**src/verilog/dma_pkg.sv**
```systemverilog
package dma_pkg;

   // io register map
   localparam logic [15:0] DMA_ADDR   = 16'hFF46;
   localparam logic [15:0] HDMA1_ADDR = 16'hFF51; // source high
   localparam logic [15:0] HDMA2_ADDR = 16'hFF52; // source low
   localparam logic [15:0] HDMA3_ADDR = 16'hFF53; // destination high
   localparam logic [15:0] HDMA4_ADDR = 16'hFF54; // destination low
   localparam logic [15:0] HDMA5_ADDR = 16'hFF55; // length/mode, status on read

   // sprite table copy
   localparam logic [15:0] OAM_BASE = 16'hFE00;
   localparam logic [7:0]  OAM_LEN  = 8'd160;

   // general purpose copy into video ram
   localparam logic [15:0] VRAM_BASE  = 16'h8000;
   localparam int          GDMA_BLOCK = 16; // bytes per block

   // one byte transfer on the shared memory port
   typedef struct packed {
      logic        valid;
      logic [15:0] rd_addr;
      logic [15:0] wr_addr;
   } dma_req_t;

   // general dma setup, already masked
   typedef struct packed {
      logic [15:0] src;         // low nibble cleared
      logic [12:0] dst_off;     // offset into vram, low nibble cleared
      logic [6:0]  blocks;      // block count minus one
      logic        hblank_mode;
   } hdma_cfg_t;

   // read back through HDMA5
   typedef struct packed {
      logic       busy;
      logic [6:0] remaining; // blocks left minus one
   } gdma_status_t;

endpackage

```
**src/verilog/dma_controller.sv**
```systemverilog
module dma_controller (
   input  logic              I_CLK,
   input  logic              I_SYNC_RESET,
   input  logic [15:0]       io_addr,
   input  logic [7:0]        io_wdata,
   input  logic              io_we,
   input  logic              io_re,
   output logic [7:0]        io_rdata,
   output dma_pkg::dma_req_t mem_req,
   input  logic              mem_ready,
   input  logic [7:0]        rd_data,
   output logic [7:0]        wr_data
);
   import dma_pkg::*;

   logic         oam_start;
   logic [7:0]   oam_src_high;
   logic         gdma_start;
   hdma_cfg_t    hdma_cfg;
   gdma_status_t gdma_status;
   dma_req_t     oam_req;
   dma_req_t     gdma_req;
   logic         oam_ready;
   logic         gdma_ready;
   logic         gdma_block_end;

   // memory reads are combinational, so the byte goes straight back out
   assign wr_data = rd_data;

   dma_io_regs u_io_regs (
      .I_CLK        (I_CLK),
      .I_SYNC_RESET (I_SYNC_RESET),
      .io_addr      (io_addr),
      .io_wdata     (io_wdata),
      .io_we        (io_we),
      .io_re        (io_re),
      .io_rdata     (io_rdata),
      .status       (gdma_status),
      .oam_start    (oam_start),
      .oam_src_high (oam_src_high),
      .gdma_start   (gdma_start),
      .cfg          (hdma_cfg)
   );

   oam_dma_engine u_oam (
      .I_CLK        (I_CLK),
      .I_SYNC_RESET (I_SYNC_RESET),
      .start        (oam_start),
      .src_high     (oam_src_high),
      .req          (oam_req),
      .ready        (oam_ready)
   );

   gdma_engine u_gdma (
      .I_CLK        (I_CLK),
      .I_SYNC_RESET (I_SYNC_RESET),
      .start        (gdma_start),
      .cfg          (hdma_cfg),
      .req          (gdma_req),
      .ready        (gdma_ready),
      .block_end    (gdma_block_end),
      .status       (gdma_status)
   );

   dma_port_arbiter u_arb (
      .I_CLK          (I_CLK),
      .I_SYNC_RESET   (I_SYNC_RESET),
      .oam_req        (oam_req),
      .gdma_req       (gdma_req),
      .gdma_block_end (gdma_block_end),
      .oam_ready      (oam_ready),
      .gdma_ready     (gdma_ready),
      .mem_req        (mem_req),
      .mem_ready      (mem_ready)
   );

endmodule

```
**src/verilog/dma_io_regs.sv**
```systemverilog
module dma_io_regs (
   input  logic                  I_CLK,
   input  logic                  I_SYNC_RESET,
   input  logic [15:0]           io_addr,
   input  logic [7:0]            io_wdata,
   input  logic                  io_we,
   input  logic                  io_re,
   output logic [7:0]            io_rdata,
   input  dma_pkg::gdma_status_t status,
   output logic                  oam_start,
   output logic [7:0]            oam_src_high,
   output logic                  gdma_start,
   output dma_pkg::hdma_cfg_t    cfg
);
   import dma_pkg::*;

   logic [7:0] dma_reg;
   logic [7:0] hdma1_reg;
   logic [7:0] hdma2_reg;
   logic [7:0] hdma3_reg;
   logic [7:0] hdma4_reg;
   logic [7:0] hdma5_reg; // configuration side only, never read back
   logic [7:0] hdma5_rd;

   always_ff @(posedge I_CLK) begin
      if (I_SYNC_RESET) begin
         dma_reg    <= 8'h00;
         hdma1_reg  <= 8'h00;
         hdma2_reg  <= 8'h00;
         hdma3_reg  <= 8'h00;
         hdma4_reg  <= 8'h00;
         hdma5_reg  <= 8'h00;
         oam_start  <= 1'b0;
         gdma_start <= 1'b0;
      end else begin
         oam_start  <= io_we && (io_addr == DMA_ADDR);
         gdma_start <= io_we && (io_addr == HDMA5_ADDR) && !io_wdata[7]; // hblank mode not started
         if (io_we) begin
            case (io_addr)
               DMA_ADDR:   dma_reg   <= io_wdata;
               HDMA1_ADDR: hdma1_reg <= io_wdata;
               HDMA2_ADDR: hdma2_reg <= io_wdata;
               HDMA3_ADDR: hdma3_reg <= io_wdata;
               HDMA4_ADDR: hdma4_reg <= io_wdata;
               HDMA5_ADDR: hdma5_reg <= io_wdata;
               default: ;
            endcase
         end
      end
   end

   // idle reads as FF, busy shows the remaining block count with bit 7 clear
   assign hdma5_rd = status.busy ? {1'b0, status.remaining} : 8'hFF;

   always_comb begin
      io_rdata = 8'h00;
      if (io_re) begin
         case (io_addr)
            DMA_ADDR:   io_rdata = dma_reg;
            HDMA1_ADDR: io_rdata = hdma1_reg;
            HDMA2_ADDR: io_rdata = hdma2_reg;
            HDMA3_ADDR: io_rdata = hdma3_reg;
            HDMA4_ADDR: io_rdata = hdma4_reg;
            HDMA5_ADDR: io_rdata = hdma5_rd;
            default:    io_rdata = 8'h00;
         endcase
      end
   end

   assign oam_src_high = dma_reg; // latched on the same edge as the start pulse

   assign cfg.src         = {hdma1_reg, hdma2_reg[7:4], 4'h0};
   assign cfg.dst_off     = {hdma3_reg[4:0], hdma4_reg[7:4], 4'h0}; // top bits dropped, stays in vram
   assign cfg.blocks      = hdma5_reg[6:0];
   assign cfg.hblank_mode = hdma5_reg[7];

endmodule

```
**src/verilog/dma_port_arbiter.sv**
```systemverilog
module dma_port_arbiter (
   input  logic              I_CLK,
   input  logic              I_SYNC_RESET,
   input  dma_pkg::dma_req_t oam_req,
   input  dma_pkg::dma_req_t gdma_req,
   input  logic              gdma_block_end,
   output logic              oam_ready,
   output logic              gdma_ready,
   output dma_pkg::dma_req_t mem_req,
   input  logic              mem_ready
);
   import dma_pkg::*;

   localparam logic GNT_OAM  = 1'b0;
   localparam logic GNT_GDMA = 1'b1;

   logic grant_q;
   logic block_open; // gdma is inside a 16 byte block
   logic stall_q;    // last cycle's request was not taken, keep it on the port
   logic sel;
   logic gdma_accept;

   // re-arbitrate only between blocks and never under a pending request
   always_comb begin
      if (block_open || stall_q) begin
         sel = grant_q;
      end else begin
         sel = oam_req.valid ? GNT_OAM : GNT_GDMA;
      end
   end

   assign mem_req     = (sel == GNT_GDMA) ? gdma_req : oam_req;
   assign oam_ready   = mem_ready && (sel == GNT_OAM);
   assign gdma_ready  = mem_ready && (sel == GNT_GDMA);
   assign gdma_accept = gdma_req.valid && gdma_ready;

   always_ff @(posedge I_CLK) begin
      if (I_SYNC_RESET) begin
         grant_q    <= GNT_OAM;
         block_open <= 1'b0;
         stall_q    <= 1'b0;
      end else begin
         grant_q <= sel;
         stall_q <= mem_req.valid && !mem_ready;
         if (gdma_accept) begin
            block_open <= !gdma_block_end; // closes on the last byte of the block
         end
      end
   end

endmodule

```
**src/verilog/gdma_engine.sv**
```systemverilog
module gdma_engine (
   input  logic                  I_CLK,
   input  logic                  I_SYNC_RESET,
   input  logic                  start,
   input  dma_pkg::hdma_cfg_t    cfg,
   output dma_pkg::dma_req_t     req,
   input  logic                  ready,
   output logic                  block_end,
   output dma_pkg::gdma_status_t status
);
   import dma_pkg::*;

   logic        busy;
   logic [3:0]  byte_cnt;     // byte within the current block
   logic [6:0]  remaining;    // blocks still to go after this one
   logic [6:0]  total_blocks;
   logic [6:0]  done_blocks;
   logic [15:0] src_base;
   logic [12:0] dst_base;
   logic [10:0] offset;
   logic [12:0] dst_cur;
   logic        launch;
   logic        accept;

   assign launch = start && !busy && !cfg.hblank_mode;
   assign accept = req.valid && ready;

   always_ff @(posedge I_CLK) begin
      if (I_SYNC_RESET) begin
         busy      <= 1'b0;
         byte_cnt  <= 4'd0;
         remaining <= 7'd0;
      end else if (launch) begin
         busy      <= 1'b1;
         byte_cnt  <= 4'd0;
         remaining <= cfg.blocks;
      end else if (accept) begin
         byte_cnt <= byte_cnt + 4'd1; // wraps to 0 at the block edge
         if (block_end) begin
            if (remaining == 7'd0) begin
               busy <= 1'b0;
            end else begin
               remaining <= remaining - 7'd1;
            end
         end
      end
   end

   // setup is captured once, later register writes do not disturb a running copy
   always_ff @(posedge I_CLK) begin
      if (launch) begin
         src_base     <= cfg.src;
         dst_base     <= cfg.dst_off;
         total_blocks <= cfg.blocks;
      end
   end

   assign done_blocks = total_blocks - remaining;
   assign offset      = {done_blocks, byte_cnt};
   assign dst_cur     = dst_base + {2'b00, offset}; // wraps inside the 8K window

   assign req.valid   = busy;
   assign req.rd_addr = src_base + {5'd0, offset};
   assign req.wr_addr = VRAM_BASE | {3'b000, dst_cur};

   assign block_end = busy && (byte_cnt == 4'(GDMA_BLOCK - 1));

   assign status.busy      = busy;
   assign status.remaining = remaining;

endmodule

```
**src/verilog/oam_dma_engine.sv**
```systemverilog
module oam_dma_engine (
   input  logic              I_CLK,
   input  logic              I_SYNC_RESET,
   input  logic              start,
   input  logic [7:0]        src_high,
   output dma_pkg::dma_req_t req,
   input  logic              ready
);
   import dma_pkg::*;

   typedef enum logic {
      OAM_IDLE,
      OAM_RUN
   } oam_state_t;

   oam_state_t state;
   logic [7:0] count;    // byte index into the sprite table
   logic [7:0] src_page;
   logic       accept;

   assign accept = req.valid && ready;

   always_ff @(posedge I_CLK) begin
      if (I_SYNC_RESET) begin
         state <= OAM_IDLE;
         count <= 8'd0;
      end else begin
         case (state)
            OAM_IDLE: begin
               if (start) begin
                  state <= OAM_RUN;
                  count <= 8'd0;
               end
            end
            OAM_RUN: begin
               if (accept) begin // a new start is ignored here
                  if (count == OAM_LEN - 8'd1) begin
                     state <= OAM_IDLE;
                     count <= 8'd0;
                  end else begin
                     count <= count + 8'd1;
                  end
               end
            end
            default: state <= OAM_IDLE;
         endcase
      end
   end

   always_ff @(posedge I_CLK) begin
      if (state == OAM_IDLE && start) begin
         src_page <= src_high;
      end
   end

   assign req.valid   = (state == OAM_RUN);
   assign req.rd_addr = {src_page, count};
   assign req.wr_addr = OAM_BASE + {8'h00, count};

endmodule
```
**config.mk**
```make
export PLATFORM = sky130hd
export DESIGN_NAME = dma_controller
export DESIGN_NICKNAME = d
export VERILOG_FILES = /design/src/verilog/dma_pkg.sv /design/src/verilog/dma_controller.sv /design/src/verilog/dma_io_regs.sv /design/src/verilog/dma_port_arbiter.sv /design/src/verilog/gdma_engine.sv /design/src/verilog/oam_dma_engine.sv
export SDC_FILE = /design/constraint.sdc
export NUM_CORES = 1
export LEC_CHECK = 0
export BUFFER_PORTS_ARGS = -buffer_cell sky130_fd_sc_hd__buf_2
export CORE_AREA = 4 4 158 115
export CTS_CLUSTER_SIZE = 14
export DETAILED_ROUTE_END_ITERATION = 8
export DIE_AREA = 0 0 162 119
export GPL_TIMING_DRIVEN = 0
export HOLD_SLACK_MARGIN = 0.06
export MAX_ROUTING_LAYER = met4
export PLACE_DENSITY = 0.54
export SYNTH_ARGS = -nofsm -noshare
export SYNTH_HDL_FRONTEND = slang
export SYNTH_SLANG_ARGS = --single-unit
```
**constraint.sdc**
```tcl
create_clock -name I_CLK -period 7.8 [get_ports I_CLK]
set_input_delay 1.56 -clock I_CLK [delete_from_list [all_inputs] [get_ports I_CLK]]
set_output_delay 1.56 -clock I_CLK [all_outputs]
set_load 0.1 [all_outputs]
```
# Yosys cells after proc, flatten, opt, wreduce, memory -nomap -nowiden
# Cells that the tools add are included.
# op_classes
n_addsub	7
n_mul	0
n_div	0
order_cmp	0
eq_ne	11
n_shift	0
muxes	22
n_bitwise	2
n_reduce_logical	32
# ops
cell	n
$eq 16x16->1 const B	6
$pmux 8 s6	1
$mux 8	5
$mux 33	1
$mux 7	4
$add 16x11->16	1
$pmux 8 s2	1
$reduce_and 2->1	7
$add 13x11->13	1
$logic_and 1x1->1	12
$add 10x9->11 const A	1
$mux 1	9
$add 8x1->8 const B	1
$eq 8x8->1 const B	1
$logic_not 7->1	1
$sub 7x1->7 const B	1
$sub 7x7->7	1
$reduce_and 3->1	2
$reduce_bool 2->1	3
$logic_not 1->1	5
$add 4x1->4 const B	1
$eq 4x4->1 const B	1
$ne 2x2->1 const B	2
$ne 2x1->1 const B	1
4 further kinds	5
# totals
register_bits	110
latchBits	0
ramBits	0
rom_bits	0
input_bits	37
output_inout_bits	49
wordCells	94
memories	0

# Longest topological paths before layout
# Gate-level depths: netlist of run 1.
# logic_depth
word_depth	7
ltp_mapped	15
mapped_depth_nobuf	15

# By module
# From an unflattened synthesis of run 1, not the netlist that was laid out.
# unflattened
cells_unflattened	729
hier_area_um2	7350.8
# modules_own_cells
mod	n_inst	cells_each	area_each_um2	seq_area_each_um2
gdma_engine	1	330	3249.4	1321.3
dma_io_regs	1	255	2532.4	1001.0
oam_dma_engine	1	83	839.6	420.4
dma_port_arbiter	1	53	669.4	60.1
dma_controller	1	8	60.1	0.0

# Least setup slack after synthesis of run 1
# OpenSTA, ideal clock, no wires.
# synth_path
path_type	flip-flop to output port
from	register u_gdma.total_blocks[0]
to	output mem_req[28] (netlist name)
arrival_ns	4.684
required_time_ns	6.240
path_slack_ns	1.556
path_stages_with_launch	15
n_path_buf	0
path_cell_list	edfxtp_1 -> inv_1 -> ha_1 -> inv_1 -> fa_1 -> a21o_1 -> a21oi_1 -> o21ai_0 -> a21oi_1 -> xnor2_1 -> ha_1 -> or3_1 -> o211ai_1 -> xor2_1 -> o21ai_0
# synth_lines
item	line_no	text
start, declared	gdma_engine.sv:16	logic [6:0] total_blocks;
start signal, assigned	gdma_engine.sv:54	total_blocks <= cfg.blocks;
end, declared	dma_controller.sv:9	output dma_pkg::dma_req_t mem_req,

# Worst setup path in the final report of run 1
# layout_path
from	input io_addr[3]
to	output io_rdata[7]
# layout_via
elab_chain_len	3
word_cells_on_any_way	8
classes_between	eq/ne: 6; mux: 2
# layout_lines
item	line_no	text
start, declared	dma_controller.sv:4	input logic [15:0] io_addr,
$eq 16x16->1	dma_io_regs.sv:58	case (io_addr)
$pmux 8 s6 *	dma_io_regs.sv:58	
$mux 8 *	dma_io_regs.sv:57	if (io_re) begin
end, declared	dma_controller.sv:8	output logic [7:0] io_rdata,
# Every way passes the cells marked *; elsewhere a longest branch is shown, timed or not.

==> reports/results.tsv, run 1 <==
stage	metric	value	unit
critical_path	worst-path-max-fanout	10	
finish	final_cells	918	
sta	worst_pin_slew	1.22	ns
clocking	cts_setup_buffers	0	
flow_run	drv_cap	0	
clocking	htreeDepth	3	
critical_path	start_kind	input port	
sta	report.final.slew_viol_count	0	
clocking	cts_root_buf	clkbuf_16	
synthesis	syn-instance-count	598	
routing	drt_wl_total	16000	um
outcome	status	finished clean	
critical_path	critical_path_required	6.24	ns
synthesis	syn_nets	663	
clocking	cts_resized	0	
critical_path	worst-r2r-setup-slack	5.41	ns
finish	multi_input_area	0.00290	mm2
critical_path	r2r-start	u_oam.state$_SDFF_PP0_	
floorplan	chipWidth	162	um
finish	regMostFlops	u_gdma.src_base	
finish	top_regs	u_gdma.src_base x12, u_gdma.dst_base x9	
critical_path	ff2ff_path_depth	5	
sta	fin_crit_sh	73.3	%
synthesis	ys.flop_type	dfxtp_1	
sta	relSlewSlack	17.9	%
routing	remaining_drc_errors	0	
floorplan	start_util	34.3	%
sta	setup_viol	0	
sta	tns	0	ns
grt	grt_pass1_wl	24900	um
grt	overflow	0	
floorplan	die_area	0.0193	mm2
routing	ant_nets	0	
power	ir_drop	0.111	mV
floorplan	core	0.0167	mm2
clocking	ctsHoldBuffers	0	
routing	drt-initial-drc-count	269	
routing	dr.pass1.iters	4	
floorplan	rows	40	
clocking	clk_pin_slew	0.08	ns
worst_hold_path	hold_path_depth	0	
critical_path	worst_ep_arrival_time	4.16	ns
finish	register_area	0.00256	mm2
critical_path	end_kind	output port	
sta	fin_skew	0.0132	ns
finish	area_growth	16.5	%
finish	antennaDiodeCount	0	
finish	filler_cell_count	1713	
clocking	insertion_delay	0.35	ns
power	power_density	164	mW/mm2
sta	rsz0062_at_grt	false	
synthesis	yosysWarnings	0	
critical_path	worstReg2RegEnd	u_oam.count[6]$_SDFFE_PP0P_	
synthesis	yosysUniqueCellTypes	56	
clocking	clockBufferDepth	2	
routing	dr_total_vias	4733	
synthesis	synth_edf_count	36	
routing	wl_per_cell	17.5	um
synthesis	synth-seq-cells	110	
sta	hold_viol	0	
finish	largest_reg_flops	12	
finish	nets	747	
critical_path	crit_path_end	io_rdata[7]	
synthesis	seq_area_frac_synth	44.7	%
sta	period_needed	5.72	ns
placed_design	hpwl	12400	um
placed_design	portBuffers	73	
floorplan	die_height	119	um
placed_design	gp_congestion	0.858	
clocking	cts_tree	yes	
finish	final_common_cell	dfxtp_1	
grt	antenna_found_initial	0	
synthesis	synth.avg_cell_area	9.58	um2
worst_hold_path	hp-class	reg -> reg	
grt	grtUsageTotal	17.1	%
finish	layout_common_cells	74 x dfxtp_1, 73 x buf_2, 65 x nand2_1	
critical_path	criticalPathCategory	in -> out	
synthesis	synthArstFlopShare	0	%
finish	drive_gt1_share	16.2	%
grt	grt_max_degree	37	
floorplan	pin_count	86	
power	p_leak	2.68	nW
placed_design	dp.cells	902	
clocking	numCtsBuffers	9	
clocking	cts_sinks	110	
grt	grt_pass1_vias	4454	
synthesis	syn-cell-area	0.00573	mm2
critical_path	critPathLaunch	io_addr[3]	
sta	clock.fmax	175	MHz
routing	post_drt_via_cell_ratio	5.16	
## where the power goes
group	internal (mW)	total, mW	switching, mW
combinational	0.0128	0.0545	0.0416
sequential	0.587	0.587	0.000169
clock	0.233	0.457	0.224
total	0.833	1.10	0.266
## metrics by stage
stage / cell area, um2 / setup slack (ns) / power [mW] / hold slack [ns] / utilization [%]
final: 6680 / 2.08 / 1.10 / 0.472 / 40.0
after global routing: 6680 / 1.74 / 1.13 / 0.483 / 40.0
after CTS: 6680 / 2.07 / 1.11 / 0.477 / 40.0
after detailed placement: 6390 / 2.08 / 0.655 / 0.459 / 38.2
after global placement: 6390 / 2.10 / 0.654 / 0.460 / 38.2
after floorplan: 5730 / 1.56 / 0.635 / 0.426 / -
## how the worst min path moves through the flow
stage	start	endpoint	slack, ns
floorplan	u_io_regs.hdma2_reg[7]$_SDFFE_PP0P_	u_gdma.src_base[7]$_DFFE_PP_	0.43
global placement	u_io_regs.hdma5_reg[6]$_SDFFE_PP0P_	u_gdma.total_blocks[6]$_DFFE_PP_	0.46
detailed placement	u_io_regs.oam_src_high[6]$_SDFFE_PP0P_	u_oam.src_page[6]$_DFFE_PP_	0.46
CTS	u_io_regs.oam_src_high[6]$_SDFFE_PP0P_	u_oam.src_page[6]$_DFFE_PP_	0.48
global route	u_io_regs.oam_src_high[6]$_SDFFE_PP0P_	u_oam.src_page[6]$_DFFE_PP_	0.48
finish	u_io_regs.oam_src_high[6]$_SDFFE_PP0P_	u_oam.src_page[6]$_DFFE_PP_	0.47
## Yosys cell counts (2+ instances only)
cell       n  area [um2]
ha_1      25         313
o21bai_1   4        30.0
mux2i_1   43         430
a21oi_1   32         160
nand2_1   65         244
o211ai_1  12        90.1
nor2_1    61         229
xor2_1    20         175
edfxtp_1  36        1080
inv_1     16        60.1
clkbuf_1  23        86.3
buf_4     14         105
and3_1     2        12.5
a22o_1     8        70.1
a31oi_1    3        18.8
fa_1       3        60.1
nor4_1     6        37.5
nand3_1   21         105
nor3_1    16        80.1
nand3b_1   3        22.5
buf_1      3        11.3
dfxtp_1   74        1480
or3b_2     2        17.5
and2_1     2        12.5
nand4_1   11        68.8
nor2b_1    2        12.5
o21ai_0   21         105
a221o_1    7        70.1
a211oi_1  10        75.1
a21o_1     7        52.6
o31ai_1    3        22.5
nand2b_1   3        18.8
nor3b_1    3        22.5
xnor2_1   14         123
or3_1      2        12.5
## routing by layer
layer,up-vias,global-route usage (%),share of wire (%)
met4,0,2.96,0.50
met5,-,-,0
met2,162,24.3,42
li1,2315,-,-
met1,2246,25.0,51
met3,10,3.98,7.0
## worst max-delay path, stage by stage
cell and delay, ns:
buf_2 0.09, nand3b_1 0.24, nor4b_1 0.43, and2_1 0.19
clkbuf_1 0.33, clkbuf_1 0.49, a222oi_1 0.25, nor2b_1 0.14
buf_2 0.43
## kinds of logic after synthesis
kind of cell,after synthesis,synth area share (%)
AOI/OAI and AO/OA,114,13.4
xor gates and xnor gates,34,5.20
adders and majority gates,28,6.51
buffers and inverters,57,4.65
DFF,110,44.7
muxes,44,7.71
other,1,0.0654
and+or+nand+nor,210,17.8
## final cells by class
class                   instances  area share (%)
clock inverters                 5           0.768
repair buffers                 73            5.47
plain buffers                  40            3.03
inverters                      17           0.955
multi-input cells             431            43.5
flip-flops and latches        110            38.4
clock buffers                  11            3.63
well taps                     231            4.33
Note: power is estimated with default switching activity, not from simulation.
==> inputs of run 2 (changes only) <==
--- a/config.mk
+++ b/config.mk
@@ -5,15 +5,16 @@
 export SDC_FILE = /design/constraint.sdc
 export NUM_CORES = 1
 export LEC_CHECK = 0
+export ABC_AREA = 1
 export BUFFER_PORTS_ARGS = -buffer_cell sky130_fd_sc_hd__buf_2
-export CORE_AREA = 4 4 158 115
+export CORE_AREA = 4 4 165 119
 export CTS_CLUSTER_SIZE = 14
 export DETAILED_ROUTE_END_ITERATION = 8
-export DIE_AREA = 0 0 162 119
+export DIE_AREA = 0 0 169 123
 export GPL_TIMING_DRIVEN = 0
 export HOLD_SLACK_MARGIN = 0.06
 export MAX_ROUTING_LAYER = met4
-export PLACE_DENSITY = 0.54
+export PLACE_DENSITY = 0.56
 export SYNTH_ARGS = -nofsm -noshare
 export SYNTH_HDL_FRONTEND = slang
 export SYNTH_SLANG_ARGS = --single-unit
==> constraint.sdc (replaced) <==
create_clock -name I_CLK -period 5.1 [get_ports I_CLK]
set_input_delay 1.02 -clock I_CLK [delete_from_list [all_inputs] [get_ports I_CLK]]
set_output_delay 1.02 -clock I_CLK [all_outputs]
set_load 0.1 [all_outputs]
==> run 2 against run 1 <==
Combinational power rose to 3.8 times the previous value. Wire length increased by 8.3%. Clock power up 63%. Register-to-register slack worse by 2.8 ns. Setup slack worse by 1.8 ns. Synthesized area increased by 9.1%. Sequential share of layout area fell by 3.0 points. Global-route usage is 0.53 points higher. Largest power group unchanged.
==> reports/results.tsv, run 2 <==
stage	metric	value	unit
outcome	status	finished clean	
worst_hold_path	min-delay-start	u_io_regs.hdma5_reg[5]$_SDFFE_PP0P_	
grt	grt_pass1_wl	27700	um
finish	drive_gt1_share	16.8	%
synthesis	synth.area.top_cells	dfxtp_1 24%, edfxtp_1 17%, nand2_1 9.2%	
routing	ant_nets	0	
worst_hold_path	hp-class	reg -> reg	
synthesis	syn_nets	888	
critical_path	end_kind	output port	
critical_path	worst-path-max-fanout	4	
synthesis	post-synth-top-area-fraction	23.7	%
sta	report.final.slew_viol_count	0	
clocking	numCtsBuffers	9	
clocking	cts_tree	yes	
sta	fin_skew	0.0111	ns
routing	dr.pass1.iters	7	
clocking	htreeDepth	3	
finish	antennaDiodeCount	0	
synthesis	synth-seq-cells	110	
finish	largest_reg_flops	12	
placed_design	hpwl	13800	um
synthesis	yosysWarnings	0	
finish	regMostFlops	u_gdma.src_base	
critical_path	worst_ep_arrival_time	3.76	ns
finish	top_regs	u_gdma.src_base x12, u_gdma.dst_base x9	
power	p_leak	3.23	nW
sta	relSlewSlack	20.5	%
routing	post_drt_via_cell_ratio	4.77	
floorplan	die_height	123	um
routing	wl_per_cell	15.1	um
finish	nets	974	
sta	tns	0	ns
clocking	cts_setup_buffers	0	
clocking	ctsHoldBuffers	0	
sta	worst_pin_slew	1.19	ns
finish	final_common_cell	nand2_1	
grt	grt_pass1_vias	4980	
grt	overflow	0	
synthesis	yosys.cell_count.top_type	nand2_1	
critical_path	start_kind	flip-flop	
clocking	cts_resized	0	
floorplan	die_area	0.0208	mm2
clocking	clk_pin_slew	0.08	ns
routing	drt-initial-drc-count	425	
grt	top_usage_layer	met1	
synthesis	syn-instance-count	823	
synthesis	yosysUniqueCellTypes	38	
power	power_density	256	mW/mm2
grt	grtUsageTotal	17.6	%
critical_path	critPathLaunch	u_gdma.total_blocks[0]$_DFFE_PP_	
floorplan	chipWidth	169	um
synthesis	ys.flop_type	dfxtp_1	
critical_path	r2r-start	u_gdma.busy$_SDFFE_PP0P_	
synthesis	synth_area_leader_cell	dfxtp_1	
grt	grt_max_degree	38	
synthesis	synth_commonest_cells	154 x nand2_1, 135 x nor2_1, 85 x nand3_1	
sta	rsz0062_at_grt	false	
floorplan	rows	41	
sta	setup_viol	0	
finish	final_cells	1150	
finish	area_growth	16.0	%
critical_path	criticalPathCategory	reg -> out	
floorplan	start_util	34.9	%
grt	gr-usage-met3	3.58	%
routing	remaining_drc_errors	0	
sta	clock.fmax	209	MHz
power	ir_drop	0.154	mV
grt	gr-usage-met1	27.2	%
synthesis	synth.avg_cell_area	7.60	um2
floorplan	core	0.0179	mm2
synthesis	synthArstFlopShare	0	%
grt	grtUsageMet2	23.5	%
clocking	clockBufferDepth	2	
critical_path	critical_path_required	4.08	ns
clocking	cts_root_buf	clkbuf_16	
placed_design	dp.cells	1134	
placed_design	gp_congestion	0.881	
placed_design	portBuffers	75	
synthesis	synth_edf_count	36	
floorplan	pin_count	86	
finish	layout_common_cells	154 x nand2_1, 135 x nor2_1, 85 x nand3_1	
routing	dr_total_vias	5490	
sta	hold_viol	0	
clocking	cts_sinks	110	
synthesis	seq_area_frac_synth	41.0	%
flow_run	drv_cap	0	
routing	drt_wl_total	17400	um
clocking	insertion_delay	0.36	ns
grt	antenna_found_initial	0	
synthesis	syn-cell-area	0.00625	mm2
sta	fin_crit_sh	93.8	%
sta	period_needed	4.78	ns
## run 2: cell types whose count changed after synthesis, moves of 12 or more
cell / delta
inv_1: +68
clkbuf_1: -14
o21ai_0: +44
nand3_1: +64
nor2_1: +74
mux2i_1: -43
o21ai_1: +16
o211ai_1: -12
nand2_1: +89
## run 2: kinds of logic after synthesis
group	after synthesis	synth area share [%]
flops	110	41.0
xor+xnor	16	2.24
fa+ha+maj	28	5.96
simple gates	415	31.3
other cells	1	0.0600
buf+inv	128	9.19
compound gates	125	10.3
## run 2: final cells by class
type,instances,area (um2)
plain buffers,34,218
clock buffers,9,225
clock inverters,7,91.3
fillers,1864,10700
inverters,94,357
multi-input cells,585,3120
flip-flops and latches,110,2560
well taps,236,295
repair buffers,75,378
## run 2: worst max-delay path, stage by stage (launching register included)
cell,delay [ns]
edfxtp_1,0.36
inv_1,0.06
ha_1,0.14
inv_1,0.06
fa_1,0.41
nand3_1,0.11
nand3_1,0.12
a21o_1,0.19
a21oi_1,0.25
xor2_2,0.28
ha_1,0.30
a21oi_1,0.15
o21a_1,0.14
nand2_1,0.11
xnor2_1,0.16
o21ai_1,0.13
buf_2,0.44
## run 2: worst paths after layout
| kind | end | slack [ns] | cells past startpoint |
|---|---|---|---|
| setup / recovery | mem_req[27] | 0.32 | 16 |
| setup reg to reg | u_gdma.byte_cnt[0]$_SDFFE_PP0P_ | 2.62 | 6 |
| hold / removal | u_gdma.total_blocks[5]$_DFFE_PP_ | 0.46 | 0 |
| hold reg to reg | u_gdma.total_blocks[5]$_DFFE_PP_ | 0.46 | 0 |
## run 2: through the flow
step / hold WS, ns / utilization, % / setup WS (ns) / cell area [um2] / power (mW)
final: 0.458 / 40.5 / 0.317 / 7250 / 1.86
after global routing: 0.490 / 40.5 / 0.0408 / 7250 / 1.92
after floorplan: 0.425 / - / 0.0182 / 6250 / 1.08
after global placement: 0.441 / 38.7 / 0.584 / 6920 / 1.13
after CTS: 0.454 / 40.4 / 0.125 / 7240 / 1.87
after detailed placement: 0.433 / 38.7 / 0.539 / 6920 / 1.13
## run 2: where the power goes
group / internal [mW] / total, mW / switching (mW) / leakage [nW]
Combinational: 0.0381 / 0.209 / 0.171 / 2.19
Clock: 0.393 / 0.747 / 0.354 / 0.151
Sequential: 0.899 / 0.901 / 0.00168 / 0.892
Total: 1.33 / 1.86 / 0.527 / 3.23
## run 2: routing by layer
layer	part of all wire (%)	vias up
met5	0	-
met4	0.85	0
met3	7.7	10
met2	38	176
met1	53	2456
li1	-	2848
==> inputs of run 3 (changes only) <==
==> constraint.sdc (replaced) <==
create_clock -name I_CLK -period 5.1 [get_ports I_CLK]
set_input_delay 1.02 -clock I_CLK [delete_from_list [all_inputs] [get_ports I_CLK]]
set_output_delay 1.02 -clock I_CLK [all_outputs]
set_load 0.01 [all_outputs]
==> run 3 against run 2 <==
Wire length down 0.59%. Clock-buffer cell count up 2. Highest routed layer unchanged. Register-to-register slack better by 0.05 ns. Core utilization down 0.32 points. Total power down 10%. Setup slack better by 0.094 ns. Hold slack better by 0.0029 ns. Flip-flop and latch count unchanged. Cell area down 0.79%. Via count up 0.42%. Cell count unchanged. Non-clock buffer count unchanged.
==> reports/results.tsv, run 3 (synthesis gave the netlist of run 2 again) <==
stage	metric	value	unit
outcome	status	finished clean	
clocking	cts_setup_buffers	0	
finish	area_growth	15.0	%
grt	grt_pass1_vias	5018	
floorplan	pin_count	86	
critical_path	end_kind	output port	
critical_path	worst-path-max-fanout	4	
power	sw_frac_of_total	23.6	%
clocking	insertion_delay	0.35	ns
floorplan	core	0.0179	mm2
finish	layout_common_cells	154 x nand2_1, 135 x nor2_1, 85 x nand3_1	
finish	final_cells	1150	
routing	wl_per_cell	15.0	um
power	total_power	1.66	mW
finish	drive_gt1_share	16.5	%
critical_path	r2r-start	u_gdma.busy$_SDFFE_PP0P_	
power	comb_power_share	6.7	%
routing	drt-initial-drc-count	550	
grt	antenna_found_initial	0	
power	p_leak	3.21	nW
placed_design	placed_area	0.00692	mm2
worst_hold_path	hold_path_depth	0	
critical_path	worstPathCellList	inv_1, ha_1, inv_1, fa_1, nand3_1, nand3_1, a21o_1, a21oi_1, xor2_1, ha_1, a21oi_1, o21a_1, nand2_1, nand2_1, nor2_1, o21ai_0, buf_2	
sta	hold_viol	0	
clocking	clockBufferDepth	2	
worst_hold_path	min-delay-start	u_io_regs.hdma5_reg[6]$_SDFFE_PP0P_	
power	ir_drop	0.140	mV
finish	top_regs	u_gdma.src_base x12, u_gdma.dst_base x9	
critical_path	path_buf_inv	3	
placed_design	portBuffers	75	
clocking	cts_tree	yes	
power	power_density	231	mW/mm2
sta	worst_hold_slack	0.461	ns
finish	regMostFlops	u_gdma.src_base	
placed_design	dp.cells	1134	
sta	setup_viol	0	
sta	clock.fmax	213	MHz
finish	antennaDiodeCount	0	
sta	tns	0	ns
routing	post_drt_via_cell_ratio	4.79	
placed_design	hpwl	13800	um
sta	rsz0062_at_grt	false	
finish	nets	974	
finish	post-route-util	40.2	%
clocking	htreeDepth	3	
sta	period_needed	4.69	ns
sta	fin_crit_sh	91.9	%
finish	final_common_cell	nand2_1	
finish	finalInstanceArea	0.00719	mm2
power	seqPwrFrac	54.2	%
sta	relSlewSlack	20.3	%
clocking	clk_pin_slew	0.07	ns
routing	remaining_drc_errors	0	
worst_hold_path	hp-class	reg -> reg	
power	clockPowerShare	39.1	%
floorplan	die_area	0.0208	mm2
floorplan	rows	41	
critical_path	cp_top_family	compound AO/OA/AOI/OAI gates	
critical_path	criticalPathCategory	reg -> out	
grt	grtUsageTotal	17.4	%
floorplan	start_util	34.9	%
clocking	numCtsBuffers	9	
routing	ant_nets	0	
placed_design	gp_congestion	0.917	
finish	largest_reg_flops	12	
critical_path	worst-r2r-setup-slack	2.67	ns
worst_hold_path	min_to	u_gdma.total_blocks[6]$_DFFE_PP_	
sta	fin_ws	0.411	ns
critical_path	worst_ep_arrival_time	3.67	ns
floorplan	die_height	123	um
grt	grt_max_degree	38	
clocking	ctsHoldBuffers	0	
flow_run	drv_cap	0	
sta	report.final.slew_viol_count	0	
grt	overflow	0	
routing	dr_total_vias	5513	
power	p_int	1.27	mW
routing	dr.pass1.iters	5	
clocking	cts_root_buf	clkbuf_16	
grt	grt_pass1_wl	27600	um
critical_path	critical_path_required	4.08	ns
critical_path	ff2ff_path_depth	6	
floorplan	chipWidth	169	um
sta	worst_pin_slew	1.19	ns
placed_design	pre_cts_ws	0.752	ns
sta	fin_skew	0.00527	ns
power	p_switching	0.393	mW
routing	drt_wl_total	17300	um
critical_path	slowest_stage	xor2_1	
critical_path	start_kind	flip-flop	
clocking	cts_resized	0	
critical_path	slowest_delay	0.42	ns
critical_path	worstReg2RegEnd	u_gdma.byte_cnt[0]$_SDFFE_PP0P_	
clocking	cts_sinks	110	
## run 3: cell count changes in the layout (fill, tap and decap cells not counted), sizes merged
| cell | before | now |
|---|---|---|
| buf | 99 | 100 |
| clkinvlp | 1 | 0 |
| bufinv | 1 | 0 |
| clkinv | 8 | 9 |
| clkbuf | 19 | 20 |
| inv | 91 | 90 |
## run 3: how the worst max path moves through the flow
stage / start / end / cells past startpoint
2_1_floorplan: u_gdma.total_blocks[0]$_DFFE_PP_ / mem_req[27] / 15
3_3_place_gp: u_gdma.total_blocks[0]$_DFFE_PP_ / mem_req[31] / 17
3_5_place_dp: u_gdma.total_blocks[0]$_DFFE_PP_ / mem_req[31] / 17
4_1_cts: u_gdma.total_blocks[0]$_DFFE_PP_ / mem_req[31] / 17
5_1_grt: u_gdma.total_blocks[0]$_DFFE_PP_ / mem_req[31] / 17
6_report: u_gdma.total_blocks[0]$_DFFE_PP_ / mem_req[31] / 17
## run 3: layout make-up
type                    instances  area [um2]
well taps                     236         295
repair buffers                 75         375
fillers                      1905       10700
plain buffers                  34         218
clock inverters                 5        36.3
flip-flops and latches        110        2560
multi-input cells             585        3110
inverters                      94         357
clock buffers                  11         233
## run 3: routing by layer
layer,part of all wire [%],vias to the layer above,track usage (%)
li1,-,2846,-
met1,53,2488,26.2
met2,39,167,23.7
met3,8.0,12,4.31
met4,0.84,0,3.17
met5,0,-,-
## run 3: power groups by stage
stage / clock [mW] / combinational [mW] / sequential [mW]
final: 0.650 / 0.112 / 0.901
after global routing: 0.704 / 0.124 / 0.901
after CTS: 0.665 / 0.114 / 0.901
after detailed placement: 0 / 0.113 / 0.921
after global placement: 0 / 0.112 / 0.921
after floorplan: 0 / 0.0622 / 0.921
